--- src/rst_ctrl_pkg.sv ---
// Shared register offsets, AXI response codes and command types used by the reset controller
`default_nettype none

package rst_ctrl_pkg;

    // Word offsets taken from address bits 3..2
    localparam logic [1:0] offset_load  = 2'd0;
    localparam logic [1:0] offset_set   = 2'd1;
    localparam logic [1:0] offset_clear = 2'd2;
    localparam logic [1:0] offset_bad   = 2'd3;

    // AXI response codes
    localparam logic [1:0] resp_okay   = 2'b00;
    localparam logic [1:0] resp_slverr = 2'b10;

    // Operation applied to the reset register
    typedef enum logic [1:0] {
        op_load  = 2'd0,
        op_set   = 2'd1,
        op_clear = 2'd2,
        op_none  = 2'd3
    } reg_op_t;

    // One decoded write, valid for a single cycle
    typedef struct packed {
        logic        valid;
        reg_op_t     op;
        logic [31:0] data;
    } reg_cmd_t;

endpackage

`default_nettype wire

--- src/rst_ctrl_axi_wr.sv ---
// AXI4-Lite write channel that decodes each write into a register command and a B response
`timescale 1ns/10ps
`default_nettype none

module rst_ctrl_axi_wr (
    input  wire                       s_axi_aclk,
    input  wire                       s_axi_aresetn,
    input  wire [31:0]                awaddr,
    input  wire                       awvalid,
    output logic                      awready,
    input  wire [31:0]                wdata,
    input  wire                       wvalid,
    output logic                      wready,
    output logic [1:0]                bresp,
    output logic                      bvalid,
    input  wire                       bready,
    output rst_ctrl_pkg::reg_cmd_t    cmd
);

    typedef enum logic [1:0] {
        st_idle,
        st_wait_data,
        st_respond
    } wr_state_t;

    wr_state_t            state;
    logic [1:0]           off_q;
    logic [31:0]          data_q;
    logic                 data_held;
    logic                 cmd_valid;
    logic                 aw_hs;
    logic                 w_hs;
    rst_ctrl_pkg::reg_op_t cmd_op;

    assign aw_hs = awvalid & awready;
    assign w_hs  = wvalid & wready;

    always_ff @(posedge s_axi_aclk or negedge s_axi_aresetn) begin
        if (!s_axi_aresetn) begin
            state     <= st_idle;
            awready   <= 1'b0;
            wready    <= 1'b0;
            bvalid    <= 1'b0;
            cmd_valid <= 1'b0;
            data_held <= 1'b0;
            off_q     <= rst_ctrl_pkg::offset_load;
        end else begin
            // Command is a single-cycle strobe
            cmd_valid <= 1'b0;
            case (state)
                st_idle: begin
                    if (aw_hs) begin
                        off_q   <= awaddr[3:2];
                        awready <= 1'b0;
                        if (w_hs || data_held) begin
                            wready    <= 1'b0;
                            bvalid    <= 1'b1;
                            cmd_valid <= 1'b1;
                            data_held <= 1'b0;
                            state     <= st_respond;
                        end else begin
                            wready <= 1'b1;
                            state  <= st_wait_data;
                        end
                    end else if (w_hs) begin
                        // Data came first, park it until the address shows up
                        data_held <= 1'b1;
                        wready    <= 1'b0;
                        awready   <= 1'b1;
                    end else begin
                        awready <= 1'b1;
                        wready  <= ~data_held;
                    end
                end
                st_wait_data: begin
                    if (w_hs) begin
                        wready    <= 1'b0;
                        bvalid    <= 1'b1;
                        cmd_valid <= 1'b1;
                        state     <= st_respond;
                    end
                end
                st_respond: begin
                    // Hold B until the master takes it
                    if (bready) begin
                        bvalid  <= 1'b0;
                        awready <= 1'b1;
                        wready  <= 1'b1;
                        state   <= st_idle;
                    end
                end
                default: state <= st_idle;
            endcase
        end
    end

    // Write payload
    always_ff @(posedge s_axi_aclk) begin
        if (w_hs) begin
            data_q <= wdata;
        end
    end

    always_comb begin
        case (off_q)
            rst_ctrl_pkg::offset_load:  cmd_op = rst_ctrl_pkg::op_load;
            rst_ctrl_pkg::offset_set:   cmd_op = rst_ctrl_pkg::op_set;
            rst_ctrl_pkg::offset_clear: cmd_op = rst_ctrl_pkg::op_clear;
            default:                    cmd_op = rst_ctrl_pkg::op_none;
        endcase
    end

    // Offset 3 is not a register and answers with an error
    assign bresp = (off_q == rst_ctrl_pkg::offset_bad) ? rst_ctrl_pkg::resp_slverr
                                                       : rst_ctrl_pkg::resp_okay;

    assign cmd.valid = cmd_valid;
    assign cmd.op    = cmd_op;
    assign cmd.data  = data_q;

endmodule

`default_nettype wire

--- src/rst_ctrl_reg.sv ---
// Reset register that applies load, set and clear commands and drives the reset lines
`timescale 1ns/10ps
`default_nettype none

module rst_ctrl_reg #(
    parameter int NUM_RESETS = 8
) (
    input  wire                       s_axi_aclk,
    input  wire                       s_axi_aresetn,
    input  wire rst_ctrl_pkg::reg_cmd_t cmd,
    output logic [NUM_RESETS-1:0]     reg_value
);

    logic [NUM_RESETS-1:0] cmd_bits;

    // Only the low data bits reach the register
    assign cmd_bits = cmd.data[NUM_RESETS-1:0];

    always_ff @(posedge s_axi_aclk or negedge s_axi_aresetn) begin
        if (!s_axi_aresetn) begin
            reg_value <= '0;
        end else if (cmd.valid) begin
            case (cmd.op)
                rst_ctrl_pkg::op_load:  reg_value <= cmd_bits;
                rst_ctrl_pkg::op_set:   reg_value <= reg_value | cmd_bits;
                rst_ctrl_pkg::op_clear: reg_value <= reg_value & ~cmd_bits;
                default:                reg_value <= reg_value;
            endcase
        end
    end

endmodule

`default_nettype wire

--- src/rst_ctrl_axi_rd.sv ---
// AXI4-Lite read channel that returns the reset register on every read address
`timescale 1ns/10ps
`default_nettype none

module rst_ctrl_axi_rd #(
    parameter int NUM_RESETS = 8
) (
    input  wire                   s_axi_aclk,
    input  wire                   s_axi_aresetn,
    input  wire                   arvalid,
    output logic                  arready,
    output logic [31:0]           rdata,
    output logic [1:0]            rresp,
    output logic                  rvalid,
    input  wire                   rready,
    input  wire [NUM_RESETS-1:0]  reg_value
);

    typedef enum logic {
        rd_idle,
        rd_respond
    } rd_state_t;

    rd_state_t state;
    logic      ar_hs;

    assign ar_hs = arvalid & arready;

    always_ff @(posedge s_axi_aclk or negedge s_axi_aresetn) begin
        if (!s_axi_aresetn) begin
            state   <= rd_idle;
            arready <= 1'b0;
            rvalid  <= 1'b0;
        end else begin
            case (state)
                rd_idle: begin
                    arready <= 1'b1;
                    if (ar_hs) begin
                        arready <= 1'b0;
                        rvalid  <= 1'b1;
                        state   <= rd_respond;
                    end
                end
                rd_respond: begin
                    // Ready for the next address as soon as R completes
                    if (rready) begin
                        rvalid  <= 1'b0;
                        arready <= 1'b1;
                        state   <= rd_idle;
                    end
                end
                default: state <= rd_idle;
            endcase
        end
    end

    // Snapshot taken at acceptance, zero-extended to the bus width
    always_ff @(posedge s_axi_aclk) begin
        if (ar_hs) begin
            rdata <= 32'(reg_value);
        end
    end

    assign rresp = rst_ctrl_pkg::resp_okay;

endmodule

`default_nettype wire

--- src/rst_ctrl_top.sv ---
// Top level of the memory-mapped reset controller with an AXI4-Lite slave port
`timescale 1ns/10ps
`default_nettype none

module rst_ctrl_top #(
    parameter int NUM_RESETS = 8
) (
    input  wire                   s_axi_aclk,
    input  wire                   s_axi_aresetn,
    input  wire [31:0]            s_axi_awaddr,
    input  wire                   s_axi_awvalid,
    output logic                  s_axi_awready,
    input  wire [31:0]            s_axi_wdata,
    input  wire [3:0]             s_axi_wstrb,
    input  wire                   s_axi_wvalid,
    output logic                  s_axi_wready,
    output logic [1:0]            s_axi_bresp,
    output logic                  s_axi_bvalid,
    input  wire                   s_axi_bready,
    input  wire [31:0]            s_axi_araddr,
    input  wire                   s_axi_arvalid,
    output logic                  s_axi_arready,
    output logic [31:0]           s_axi_rdata,
    output logic [1:0]            s_axi_rresp,
    output logic                  s_axi_rvalid,
    input  wire                   s_axi_rready,
    output logic [NUM_RESETS-1:0] reset_out
);

    // s_axi_wstrb and s_axi_araddr are unused
    // Whole data words are written and every address reads the one register

    rst_ctrl_pkg::reg_cmd_t cmd;
    logic [NUM_RESETS-1:0]  reg_value;

    rst_ctrl_axi_wr u_wr (
        .s_axi_aclk    (s_axi_aclk),
        .s_axi_aresetn (s_axi_aresetn),
        .awaddr        (s_axi_awaddr),
        .awvalid       (s_axi_awvalid),
        .awready       (s_axi_awready),
        .wdata         (s_axi_wdata),
        .wvalid        (s_axi_wvalid),
        .wready        (s_axi_wready),
        .bresp         (s_axi_bresp),
        .bvalid        (s_axi_bvalid),
        .bready        (s_axi_bready),
        .cmd           (cmd)
    );

    rst_ctrl_reg #(
        .NUM_RESETS (NUM_RESETS)
    ) u_reg (
        .s_axi_aclk    (s_axi_aclk),
        .s_axi_aresetn (s_axi_aresetn),
        .cmd           (cmd),
        .reg_value     (reg_value)
    );

    rst_ctrl_axi_rd #(
        .NUM_RESETS (NUM_RESETS)
    ) u_rd (
        .s_axi_aclk    (s_axi_aclk),
        .s_axi_aresetn (s_axi_aresetn),
        .arvalid       (s_axi_arvalid),
        .arready       (s_axi_arready),
        .rdata         (s_axi_rdata),
        .rresp         (s_axi_rresp),
        .rvalid        (s_axi_rvalid),
        .rready        (s_axi_rready),
        .reg_value     (reg_value)
    );

    assign reset_out = reg_value;

endmodule

`default_nettype wire

--- config.mk ---
export PLATFORM = sky130hd
export DESIGN_NAME = rst_ctrl_top
export DESIGN_NICKNAME = d
export VERILOG_FILES = /design/src/rst_ctrl_pkg.sv /design/src/rst_ctrl_axi_wr.sv /design/src/rst_ctrl_reg.sv /design/src/rst_ctrl_axi_rd.sv /design/src/rst_ctrl_top.sv
export SDC_FILE = /design/constraint.sdc
export NUM_CORES = 1
export LEC_CHECK = 0
export BUFFER_PORTS_ARGS = -buffer_cell sky130_fd_sc_hd__buf_2
export CORE_MARGIN = 5
export CORE_UTILIZATION = 46
export DETAILED_ROUTE_END_ITERATION = 6
export PLACE_DENSITY = 0.95
export SLEW_MARGIN = 30
export SYNTH_ARGS = -nofsm -noshare
export SYNTH_HDL_FRONTEND = slang
export SYNTH_HIERARCHICAL = 1
export SYNTH_SLANG_ARGS = --single-unit
--- constraint.sdc ---
create_clock -name s_axi_aclk -period 3.55 [get_ports s_axi_aclk]
set_clock_uncertainty 0.15 [all_clocks]
set_input_delay 0.71 -clock s_axi_aclk [delete_from_list [all_inputs] [get_ports s_axi_aclk]]
set_output_delay 0.71 -clock s_axi_aclk [all_outputs]
set_load 0.005 [all_outputs]
# Yosys cells after proc, flatten, opt, wreduce, memory -nomap -nowiden
# Index checks and enable logic that the tools add are counted.
op_classes:
  n_mux: 36
  n_bitwise: 8
  eq_ne: 14
  reduce_logical: 16
ops:
  columns: ["op", "n"]
  rows:
  - ["one-hot mux 8 bit (3 select lines)", 1]
  - ["two-way mux 1 bit", 21]
  - ["one-hot mux 2 bit (3 select lines)", 2]
  - ["two-way mux 2 bit", 5]
  - ["one-hot mux 1 bit (2 select lines)", 5]
  - ["AND reduction 3 bit", 3]
  - ["bitwise AND 8 bit", 1]
  - ["== test 2 bit (second input constant)", 4]
  - ["!= test 2 x 1 -> 1 bit (second input constant)", 4]
  - ["inverter 8 bit", 1]
  - ["bitwise OR 8 bit", 1]
  - ["AND reduction 2 bit", 4]
  - ["== test 2 x 1 -> 1 bit (second input constant)", 3]
  - ["zero test 2 bit", 3]
  - ["!= test 2 bit (second input constant)", 3]
  - ["one-hot mux 1 bit (3 select lines)", 2]
  - ["nonzero test 3 bit", 2]
  - ["AND reduction 5 bit", 1]
  - ["nonzero test 2 bit", 2]
  - ["bitwise AND 1 bit", 3]
  - ["inverter 1 bit", 2]
  - ["logical OR 1 bit", 1]
word_totals:
  inputBits: 107
  ff_bits: 36
  word_cells: 87
  output_inout_bits: 49

# Depth between registers and ports, before layout
logic_depth:
  ltp_word: 5
  depth_mapped: 7
  mapped_depth_nobuf: 5

# Modules after synthesis
# The synthesis kept the hierarchy.
by_module_without_submodules:
  columns: ["mod", "seq_area_each_um2", "cells_each", "area_each_um2", "instances"]
  rows:
  - ["rst_ctrl_axi_wr", 1186.1, 86, 1485.2, 1]
  - ["rst_ctrl_axi_rd", 315.3, 45, 556.8, 1]
  - ["rst_ctrl_reg", 200.2, 52, 465.4, 1]

# Worst setup path after synthesis
# No wires, ideal clock.
synth_path:
  path_kind: "in2reg"
  start: "in s_axi_wvalid"
  end: "reg u_wr.data_q[0] (enable)"
  setup_time_ns: 0.387
  path_buffers: 0
  cell_stages: 2
  arrival_time_ns: 1.439
  t_required_ns: 3.013
  path_slack_ns: 1.574
  cell_sequence: "nand2_2 -> inv_1"
synth_between:
  elab_chain_cells: 1
synth_lines:
  columns: ["item", "line", "rtl"]
  rows:
  - ["from (decl)", "rst_ctrl_top.sv:15", "input wire s_axi_wvalid,"]
  - ["bitwise AND 1 bit", "rst_ctrl_axi_wr.sv:36", "assign w_hs = wvalid & wready;"]
  - ["net u_wr.w_hs", "rst_ctrl_axi_wr.sv:32", "logic w_hs;"]
  - ["to (signal assigned)", "rst_ctrl_axi_wr.sv:100", "data_q <= wdata;"]
  - ["to (decl)", "rst_ctrl_axi_wr.sv:28", "logic [31:0] data_q;"]
# The timed path passes the listed nets, and every way through them passes these cells.
# A chain may end at the register's enable or synchronous reset.

# Final worst setup path
layout_path:
  start: "reg u_wr.off_q[1]"
  end: "out s_axi_bresp[1]"
layout_between:
  elab_chain_cells: 2
layout_lines:
  columns: ["item", "line", "rtl"]
  rows:
  - ["from (decl)", "rst_ctrl_axi_wr.sv:27", "logic [1:0] off_q;"]
  - ["from (signal assigned)", "rst_ctrl_axi_wr.sv:46", "off_q <= rst_ctrl_pkg::offset_load;"]
  - ["from (signal assigned)", "rst_ctrl_axi_wr.sv:53", "off_q <= awaddr[3:2];"]
  - ["== test 2 bit", "rst_ctrl_axi_wr.sv:114", "assign bresp = (off_q == rst_ctrl_pkg::offset_bad) ? rst_ctrl_pkg::resp_slverr"]
  - ["two-way mux 2 bit", "rst_ctrl_axi_wr.sv:114", null]
  - ["to (decl)", "rst_ctrl_top.sv:17", "output logic [1:0] s_axi_bresp,"]
# Every way passes these cells.

==> impl_metrics.ini <==
[layout]
fin_nets = 310
design_area_um2 = 2000
diodes = 0
fillers = 349
synthToLayoutAreaGrowth_pct = 12.0
drive_gt1_share_pct = 26.0

[worst_setup_path]
crit_type = flip-flop to output pin
reg2reg_from = u_wr/state[0]
crit_fanout = 5
worstSetupEndpointType = output pin
r2r_cells = 5
cp-start-kind = flip-flop
rr_endpoint = u_wr/state[0]
worstPathRequired_ns = 2.69
critPathArrivalTime_ns = 0.98
r2r_slack_ns = 1.72

[global_routing]
grt_overflow = 0
grt_max_degree = 21
grt_pass1_vias = 1117
grt_pass1_wl_mm = 4.71
antenna_found_initial = 0
grt_util_all_layers_pct = 11.5

[clock_tree]
ctsResizeCount = 0
clock_sinks = 36
cts.clk_slew.worst_paths_ns = 0.07
clock_path_buffers = 2
cts_max_level = 2
cts_setup_buffers = 0
worstSkewPairLatency_ns = 0.27
hold_buffers = 0
cts_made_buffers = 5
root_buffer = clkbuf_8
cts_tree = built

[timing]
slew_viol_final = 0
max_freq_mhz = 544
worstMarginPinSlew_ns = 0.557
final_hold_viol_count = 0
setup_violations = 0
period_minus_slack_ns = 1.84
finalCritPeriodShare_pct = 51.8
setup_tns_ns = 0
slew_headroom_pct = 62.7
rsz0062_at_grt = no

[yosys]
syn_avg_cell_area_um2 = 11.2
synthCells = 159
yosysWarnings = 6
syn_area_um2 = 1790

[route]
antenna_left = 0
viasPerCell = 4.65
vias = 1134
drt_iter0_markers = 54
wire_per_inst_um = 12.1
wl_mm = 2.94
route.detailed.drc = 0
dr.pass1.iters = 4

[place]
finalWeightedCongestion = 0.884
dp_hpwl_mm = 2.32
io_buffers = 38
placed_cell_area_um2 = 1890

[floorplan]
floorplan.initialDensity_pct = 48.1
core_area_um2 = 3720
die_area_um2 = 5230
die_x_um = 72.3
io_pins = 156
die_h_um = 72.3
rows = 22

[power]
irDropWorstVdd_uv = 487
power.density_nw_per_um2 = 844
p_leak_uw = 0.000955

[hold_path]
hold_path_class = primary input to async pin

[status]
status = finished clean

[flow_run]
maxCapViolations = 0
==> worst max-delay path, cell delays in order, from the launching register on <==
cell and delay (ns):
dfrtp_1 0.42, and2_1 0.17, buf_2 0.12
==> per-stage QoR <==
| stage | utilization, % | cells | hold slack, ns | power [uW] | setup slack [ns] |
|---|---|---|---|---|---|
| final | 53.8 | 244 | 0.227 | 1690 | 1.71 |
| after global routing | 53.8 | 244 | 0.250 | 1830 | 1.60 |
| after CTS | 53.8 | 244 | 0.239 | 1700 | 1.65 |
| after detailed placement | 50.8 | 236 | 0.316 | 1350 | 1.67 |
| after global placement | 50.8 | 236 | 0.314 | 1320 | 1.70 |
| after floorplan | - | 184 | 0.264 | 1190 | 1.87 |
==> cell usage in the layout, fill, tap and decap left out, drive strengths merged, types with 2 or more instances in the layout <==
cell	n
edfxtp	16
o21ai	4
nor2	5
nand2	6
nor2b	8
dfrtp	20
a31oi	2
inv	9
o22ai	7
conb	27
ha	8
clkbuf	5
buf	38
a21oi	21
mux2i	2
mux2	2
==> layout make-up <==
class	count	area, um^2	share of cell area [%]
Inverter	9	33.8	1.69
Timing Repair Buffer	38	190	9.51
Multi-Input combinational cell	105	624	31.2
Clock inverter	3	42.5	2.13
Sequential cell	36	981	49.0
Tap cell	48	60.1	3.00
Clock buffer	5	68.8	3.44
==> flip-flops by register name, indices dropped and copies added (netlist names) <==
signal / cells
u_wr/wready: 1
u_wr/state: 2
u_wr/cmd_valid: 1
u_rd/arready: 1
u_wr/awready: 1
u_wr/off_q: 2
u_wr/data_held: 1
u_rd/rvalid: 1
u_rd/state: 1
u_wr/data_q: 8
u_reg/reg_value: 8
u_wr/bvalid: 1
u_rd/rdata: 8
==> layer usage <==
layer	GRT usage [%]	share of wire, %	vias to the layer above
met2	18.5	47	45
met5	0	0	-
met1	13.6	40	521
met4	4.80	1.1	0
met3	4.43	11	5
li1	-	-	563
==> report_power, final <==
group	total, uW	internal, uW	switching [uW]	leakage, uW
Combinational	636	292	345	0.000506
Clock	343	208	135	0.0000541
Sequential	710	605	104	0.000396
==> worst max-delay path by stage <==
stage                        from            endpoint  slack, ns  depth (start not counted)
detailed placement   s_axi_wvalid       u_wr/state[0]       1.67                          4
CTS                 u_wr/off_q[0]  u_reg/reg_value[6]       1.65                          4
floorplan           u_wr/off_q[0]  u_reg/reg_value[0]       1.87                          7
finish              u_wr/off_q[1]      s_axi_bresp[1]       1.71                          2
global route        u_wr/state[0]       u_wr/state[0]       1.60                          5
global placement    u_wr/off_q[0]  u_reg/reg_value[4]       1.70                          4
(Power assumes the default switching activity.)
